===== src/source/ecc_sram_pkg.sv =====
// ecc sram package with widths, register map, hsiao H matrix and shared types
`default_nettype none

package ecc_sram_pkg;

    localparam int unsigned ADDR_W  = 8;
    localparam int unsigned DEPTH   = 2**ADDR_W;
    localparam int unsigned DATA_W  = 32;
    localparam int unsigned CHECK_W = 7;
    localparam int unsigned CODE_W  = DATA_W + CHECK_W;

    // register port
    localparam int unsigned CFG_ADDR_W = 2;
    localparam int unsigned CFG_DATA_W = 32;
    localparam int unsigned CNT_W      = 16;     // width of each saturating error counter

    localparam logic [CFG_ADDR_W-1:0] REG_INJ_MASK = 2'd0;
    localparam logic [CFG_ADDR_W-1:0] REG_CTRL     = 2'd1;
    localparam logic [CFG_ADDR_W-1:0] REG_ERR_CNT  = 2'd2;
    localparam logic [CFG_ADDR_W-1:0] REG_ERR_ADDR = 2'd3;   // read only

    // H matrix columns for the data bits are all weight 3 and distinct
    // check bit columns are the unit vectors, so no data column can alias one
    localparam logic [CHECK_W-1:0] H_COLS [0:DATA_W-1] = '{
        7'h07, 7'h0b, 7'h13, 7'h23, 7'h43, 7'h0d, 7'h15, 7'h25,
        7'h45, 7'h19, 7'h29, 7'h49, 7'h31, 7'h51, 7'h61, 7'h0e,
        7'h16, 7'h26, 7'h46, 7'h1a, 7'h2a, 7'h4a, 7'h32, 7'h52,
        7'h62, 7'h1c, 7'h2c, 7'h4c, 7'h34, 7'h54, 7'h64, 7'h38
    };

    typedef struct packed {
        logic [CHECK_W-1:0] check;   // upper bits of the stored word
        logic [DATA_W-1:0]  data;
    } ecc_fields_t;

    // one stored word, seen flat for syndrome work or split into fields
    typedef union packed {
        logic [CODE_W-1:0] bits;
        ecc_fields_t       fields;
    } ecc_codeword_u;

    typedef struct packed {
        logic              inj_en;
        logic [DATA_W-1:0] inj_mask;
    } ecc_cfg_t;

    typedef struct packed {
        logic err_cor;
        logic err_unc;
    } ecc_status_t;

endpackage

`default_nettype wire

===== src/source/ecc_err_ctrl.sv =====
// ecc error control block with injection registers, error counters and last error address
`default_nettype none
`timescale 1ns/1ps

module ecc_err_ctrl (
    input  logic                                clk,
    input  logic                                rst,
    input  logic                                cs,
    input  logic                                we,
    input  logic [ecc_sram_pkg::ADDR_W-1:0]     addr,
    input  logic                                cfg_we,
    input  logic [ecc_sram_pkg::CFG_ADDR_W-1:0] cfg_addr,
    input  logic [ecc_sram_pkg::CFG_DATA_W-1:0] cfg_wdata,
    input  ecc_sram_pkg::ecc_status_t           status,
    output logic [ecc_sram_pkg::CFG_DATA_W-1:0] cfg_rdata,
    output ecc_sram_pkg::ecc_cfg_t              cfg,
    output logic                                rd_valid
);
    import ecc_sram_pkg::*;

    logic [DATA_W-1:0] inj_mask;
    logic              inj_en;
    logic              inj_once;
    logic [CNT_W-1:0]  cnt_cor;
    logic [CNT_W-1:0]  cnt_unc;
    logic [ADDR_W-1:0] err_addr;
    logic [ADDR_W-1:0] rd_addr;      // address of the read now returning
    logic              rd_err;

    always_ff @(posedge clk) begin
        if (cfg_we && cfg_addr == REG_INJ_MASK) begin
            inj_mask <= cfg_wdata;
        end
    end

    // a one-shot write disarms at the same edge it is stored
    always_ff @(posedge clk) begin
        if (rst) begin
            inj_en   <= 1'b0;
            inj_once <= 1'b0;
        end else if (cfg_we && cfg_addr == REG_CTRL) begin
            inj_en   <= cfg_wdata[0];
            inj_once <= cfg_wdata[1];
        end else if (inj_en && inj_once && cs && we) begin
            inj_en <= 1'b0;
        end
    end

    // one read in flight per cycle
    always_ff @(posedge clk) begin
        if (rst) begin
            rd_valid <= 1'b0;
        end else begin
            rd_valid <= cs & ~we;
        end
    end

    always_ff @(posedge clk) begin
        if (cs && !we) begin
            rd_addr <= addr;
        end
    end

    assign rd_err = rd_valid & (status.err_cor | status.err_unc);

    always_ff @(posedge clk) begin
        if (rst) begin
            cnt_cor  <= '0;
            cnt_unc  <= '0;
            err_addr <= '0;
        end else begin
            if (cfg_we && cfg_addr == REG_ERR_CNT) begin
                cnt_cor <= '0;            // any write value clears
                cnt_unc <= '0;
            end else begin
                if (rd_valid && status.err_cor && cnt_cor != '1) cnt_cor <= cnt_cor + 1'b1;
                if (rd_valid && status.err_unc && cnt_unc != '1) cnt_unc <= cnt_unc + 1'b1;
            end
            if (rd_err) err_addr <= rd_addr;
        end
    end

    always_comb begin
        case (cfg_addr)
            REG_INJ_MASK: cfg_rdata = inj_mask;
            REG_CTRL:     cfg_rdata = {{(CFG_DATA_W-2){1'b0}}, inj_once, inj_en};
            REG_ERR_CNT:  cfg_rdata = {cnt_unc, cnt_cor};
            default:      cfg_rdata = CFG_DATA_W'(err_addr);
        endcase
    end

    assign cfg.inj_en   = inj_en;
    assign cfg.inj_mask = inj_mask;

endmodule

`default_nettype wire


===== config.mk =====
export PLATFORM = sky130hd
export DESIGN_NAME = ecc_err_ctrl
export DESIGN_NICKNAME = d
export VERILOG_FILES = /design/src/source/ecc_sram_pkg.sv /design/src/source/ecc_err_ctrl.sv
export SDC_FILE = /design/constraint.sdc
export NUM_CORES = 1
export LEC_CHECK = 0
export ABC_AREA = 1
export ABC_CLOCK_PERIOD_IN_PS = 6360
export BUFFER_PORTS_ARGS = -buffer_cell sky130_fd_sc_hd__buf_2
export CORE_ASPECT_RATIO = 1.1
export CORE_MARGIN = 3
export CORE_UTILIZATION = 40
export DETAILED_ROUTE_END_ITERATION = 7
export GPL_ROUTABILITY_DRIVEN = 0
export GPL_TIMING_DRIVEN = 0
export SYNTH_ARGS = -nofsm -noshare
export SYNTH_HDL_FRONTEND = slang
export SYNTH_SLANG_ARGS = --single-unit

===== constraint.sdc =====
create_clock -name clk -period 6.36 [get_ports clk]
set_clock_uncertainty 0.1 [all_clocks]
set_input_delay 0.318 -clock clk [delete_from_list [all_inputs] [get_ports clk]]
set_output_delay 0.318 -clock clk [all_outputs]
set_load 0.05 [all_outputs]

# Word level (Yosys, flattened, before mapping)
# Index checks and enable logic that the tools add are counted.
# W data, S select, Z words.
dict set report word_totals {
  latchBits 0
  ff_bits 83
  input_bits 49
  memories 0
  wordCells 36
  out_inout_bits 66
  ramBits 0
  rom_bits 0
}
dict set report op_classes {
  n_lt_le_gt_ge 0
  n_bitwise 4
  reduce_logical 15
  n_eq_ne 4
  div_mod_pow 0
  addsub 2
  n_mux 3
  shifts 0
  multipliers 0
}
# op count
set ops {}
lappend ops {{$pmux W32 S3} 1}
lappend ops {{$add A16 B1 Y16 const B} 2}
lappend ops {{$ne A16 B16 Y1 const B} 2}
lappend ops {{$logic_and A1 B1 Y1} 11}
lappend ops {{$and A1 B1 Y1} 2}
lappend ops {{$eq A2 B1 Y1 const B} 1}
lappend ops {{$eq A2 B2 Y1 const B} 1}
lappend ops {{$logic_not A2 Y1} 1}
lappend ops {{$mux W1} 2}
lappend ops {{$reduce_bool A2 Y1} 1}
lappend ops {{$reduce_or A2 Y1} 1}
lappend ops {{$logic_not A1 Y1} 1}
lappend ops {{$not A1 Y1} 1}
lappend ops {{$or A1 B1 Y1} 1}

# Logic depth before layout (Yosys ltp)
dict set report depth {
  ltp_word 5
  mapped_depth 9
  mapped_depth_nobuf 9
}

# Worst setup path before layout
# OpenSTA, ideal clock, no wires.
dict set report synth_path {
  kind {in2reg}
  from {in cfg_addr[0] (netlist bit)}
  to {reg inj_mask[0] (enable)}
  setup_slack_ps 3201
  arrival_time_ps 2598
  cell_stages 1
  setup_time_ps 461
  n_path_buf 0
  required_ps 5799
  path_cell_list {nor3_1}
}
dict set report synth_between {
  elab_chain_cells 2
}
# item line
set synth_lines {}
lappend synth_lines {{start: declaration} ecc_err_ctrl.sv:12} ;# input logic [ecc_sram_pkg::CFG_ADDR_W-1:0] cfg_addr,
lappend synth_lines {{$logic_not A2 Y1} ecc_err_ctrl.sv:31} ;# if (cfg_we && cfg_addr == REG_INJ_MASK) begin
lappend synth_lines {{$logic_and A1 B1 Y1} ecc_err_ctrl.sv:31}
lappend synth_lines {{end signal: assignment} ecc_err_ctrl.sv:32} ;# inj_mask <= cfg_wdata;
lappend synth_lines {{end: declaration} ecc_err_ctrl.sv:21} ;# logic [DATA_W-1:0] inj_mask;
# No other way between the ends.
# A chain may end at the register's enable or synchronous reset.

# Worst setup path after layout
dict set report layout_path {
  from {in cfg_addr[0] (netlist bit)}
  to {out cfg_rdata[28] (netlist bit)}
}
dict set report layout_between {
  elab_chain_cells 2
  word_cells_on_any_way 4
  classes_between {2 x eq/ne; 1 x mux; 1 x reduce/logical}
}
# item line
set layout_lines {}
lappend layout_lines {{$eq A2 B2 Y1, or another cell as far along} ecc_err_ctrl.sv:84} ;# case (cfg_addr)
lappend layout_lines {{$pmux W32 S3 *} ecc_err_ctrl.sv:84}
lappend layout_lines {{end: declaration} ecc_err_ctrl.sv:15} ;# output logic [ecc_sram_pkg::CFG_DATA_W-1:0] cfg_rdata,
# Every way passes the cells marked *; elsewhere a longest branch is shown, timed or not.

==> results.py <==
metrics = {
    "timing": {
        "grt_setup_unrepaired": "no",
        "setup_violations": 0,
        "worstMarginPinSlew_ps": 1070,
        "slew_viol_final": 0,
        "relSlewSlack": 0.280,
        "worst_slack_ps": 4030,
        "finalCritPeriodShare": 0.366,
        "fin_crit_ps": 2330,
        "setup_tns_ps": 0,
        "hold_violations": 0,
        "fmax_ghz": 0.430,
    },
    "clock_tree": {
        "htree_levels": 3,
        "cts_resized": 0,
        "cts_inserted_buffers": 9,
        "cts_tree": "yes",
        "cts_sinks": 83,
        "clk_latency_ps": 350,
        "clockBufferDepth": 2,
        "postCtsSetupRepairBufs": 0,
        "postCtsHoldBufs": 0,
        "cts-root-buf": "clkbuf_8",
        "cts.reportedPaths.clkPinSlew_ps": 90,
    },
    "layout": {
        "fin_area_um2": 4910,
        "seqCellArea_um2": 2060,
        "layout.nets": 659,
        "antenna_cells": 0,
        "multi_input_comb_area_um2": 1650,
        "drive_gt1_frac": 0.264,
        "area_delta_synth_final_pct": 24.7,
        "utilization": 0.517,
        "nFillCells": 939,
    },
    "grt": {
        "grt_pass1_vias": 3424,
        "antenna_found_initial": 0,
        "grt_max_degree": 16,
        "overflow": 0,
        "grt_pass1_wl_mm": 16.8,
        "grt_usage": 0.193,
    },
    "place": {
        "dpl_cell_area_um2": 4690,
        "pre_cts_slack_ps": 4020,
        "dp_hpwl_mm": 7.95,
        "io_buffers": 114,
    },
    "job": {
        "maxCapViolations": 0,
    },
    "yosys": {
        "synth_edf_count": 40,
        "synth_top_family_by_area": "simple AND/OR/NAND/NOR gates",
        "synth_flop_cell": "dfxtp_1",
        "syn_avg_cell_area_um2": 8.19,
        "ys.warnings.count": 0,
        "yosysUniqueCellTypes": 32,
        "async_reset_ff_frac": 0,
        "synthesis.area_um2": 3940,
        "seq_area_frac_synth": 0.524,
        "synth_seq_cells": 83,
        "synthesis.nets": 532,
        "synth-compound-area-share": 0.103,
        "synth_mux_area_frac": 0,
        "yosys.area_share.simple": 0.302,
        "syn_inst": 481,
        "synth_xor_area_frac": 0.00667,
        "synthAdderAreaFrac": 0.00636,
    },
    "routing": {
        "viasPerCell": 4.94,
        "post_drt_wl_per_cell_um": 14.1,
        "ant_nets": 0,
        "drt-initial-drc-count": 120,
        "wl_mm": 10.3,
        "drt_first_pass_iters": 4,
        "drc": 0,
        "vias": 3605,
    },
    "die": {
        "core_area_um2": 9490,
        "rows": 37,
        "start_util": 0.415,
        "die_h_um": 110,
        "ios": 115,
        "die_area_um2": 11100,
        "die_w_um": 101,
    },
    "critical_path": {
        "arrival_ps": 1910,
        "r2r_cells": 8,
        "cp-end-kind": "output pin",
        "worstReg2RegEnd": "cnt_cor[11]",
        "start_kind": "primary input",
        "rrSetupSlack_ps": 4670,
        "worstPathRequired_ps": 5940,
        "rr_startpoint": "cnt_cor[0]",
        "critical_path_class": "primary input to output pin",
        "worstPathMaxFanout": 10,
    },
    "min_path": {
        "holdPathEnd": "inj_mask[22]",
        "min_from": "cfg_wdata[22]",
        "worst_hold_path_type": "primary input to register",
        "min_path_cells": 1,
    },
    "power_and_ir_drop": {
        "p_per_area_nw_per_um2": 239,
        "ir_worst_vdd_mv": 0.123,
        "p_leak_nw": 2.09,
    },
    "run_status": {
        "status": "complete, no violations",
    },
}
[routing by layer]
layer / wire length, µm / track usage / vias up / share of wire
met5: 0 / 0 / - / 0
met4: 187 / 0.0731 / 0 / 0.018
met3: 502 / 0.0365 / 15 / 0.049
met2: 4760 / 0.307 / 88 / 0.46
met1: 4840 / 0.263 / 1652 / 0.47
li1: - / - / 1850 / -
[flip-flops by register name, indices dropped and copies added, names as in the netlist]
register and count:
rd_valid 1, inj_en 1, inj_once 1, err_addr 8, inj_mask 32, rd_addr 8
cnt_unc 16, cnt_cor 16
[layout make-up]
class	count	share of cell area
clock inverter	7	0.0201
timing repair buffer	116	0.122
multi-input combinational	343	0.336
tap	117	0.0298
buffer	10	0.0120
sequential	83	0.420
inverter	45	0.0349
clock buffer	9	0.0252
[kinds of logic (layout without fill, tap and decap cells)]
kind of cell	count (synthesis)	after routing
and+or+nand+nor	272	272
buffers and inverters	55	187
xor gates and xnor gates	3	3
adders and majority gates	2	2
DFF	83	83
AOI/OAI and AO/OA	66	66
[synth_stat cells (4+ instances only)]
cell type | instances | share of area
nor3_1 | 10 | 0.013
o21ai_0 | 25 | 0.032
edfxtp_1 | 40 | 0.31
nor2_2 | 4 | 0.0064
clkbuf_1 | 5 | 0.0048
a22o_1 | 15 | 0.033
nand3_1 | 34 | 0.043
nor2_1 | 85 | 0.081
nand2_1 | 115 | 0.11
nand2_2 | 8 | 0.013
nand4_1 | 7 | 0.011
nor2_4 | 5 | 0.014
inv_1 | 42 | 0.040
dfxtp_1 | 43 | 0.22
a21oi_1 | 21 | 0.027
[power breakdown]
| group | switching (W) | internal (W) |
|---|---|---|
| logic | 0.000114 | 0.0000403 |
| registers | 0.00000953 | 0.000579 |
| clock network | 0.000205 | 0.000224 |
| total | 0.000328 | 0.000843 |
[critical path, cell delays in order]
cell and delay (ps):
buf_2 140, nor2_1 380, clkbuf_1 470, nand2_1 130
o21ai_0 150, buf_2 320
[metrics by stage]
stage	hold WS (ps)	cells	total power, W
floorplan	295	481	0.000706
global placement	366	712	0.000754
detailed placement	372	714	0.000757
CTS	20.7	730	0.00118
global route	10.7	730	0.00121
finish	35.1	730	0.00117
[worst max path at each step]
stage                     start             to  slack, ps  cells after the start
finish              cfg_addr[0]  cfg_rdata[28]       4030                      6
global route        cfg_addr[0]  cfg_rdata[30]       3940                      6
CTS                 cfg_addr[0]   cfg_rdata[0]       4020                      6
detailed placement  cfg_addr[0]   cfg_rdata[0]       4020                      6
global placement    cfg_addr[0]   inj_mask[15]       1800                      2
floorplan           cfg_addr[0]    inj_mask[0]       3200                      1
[placed cells by master, fill, tap and decap left out, types with 2 or more instances in the layout]
cell type	n
clkbuf_1	5
dfxtp_1	43
nand2_1	115
nor3_1	9
clkbuf_8	9
a21oi_1	21
inv_2	2
o21ai_0	25
nand4_1	7
nor2_1	85
nand2_2	8
inv_1	42
nor2_2	4
inv_6	2
xor2_1	2
ha_1	2
edfxtp_1	40
bufinv_16	2
nor2_4	5
buf_6	3
buf_2	116
a22o_1	15
nand3_1	34
Note: power is estimated with default switching activity, not from simulation.
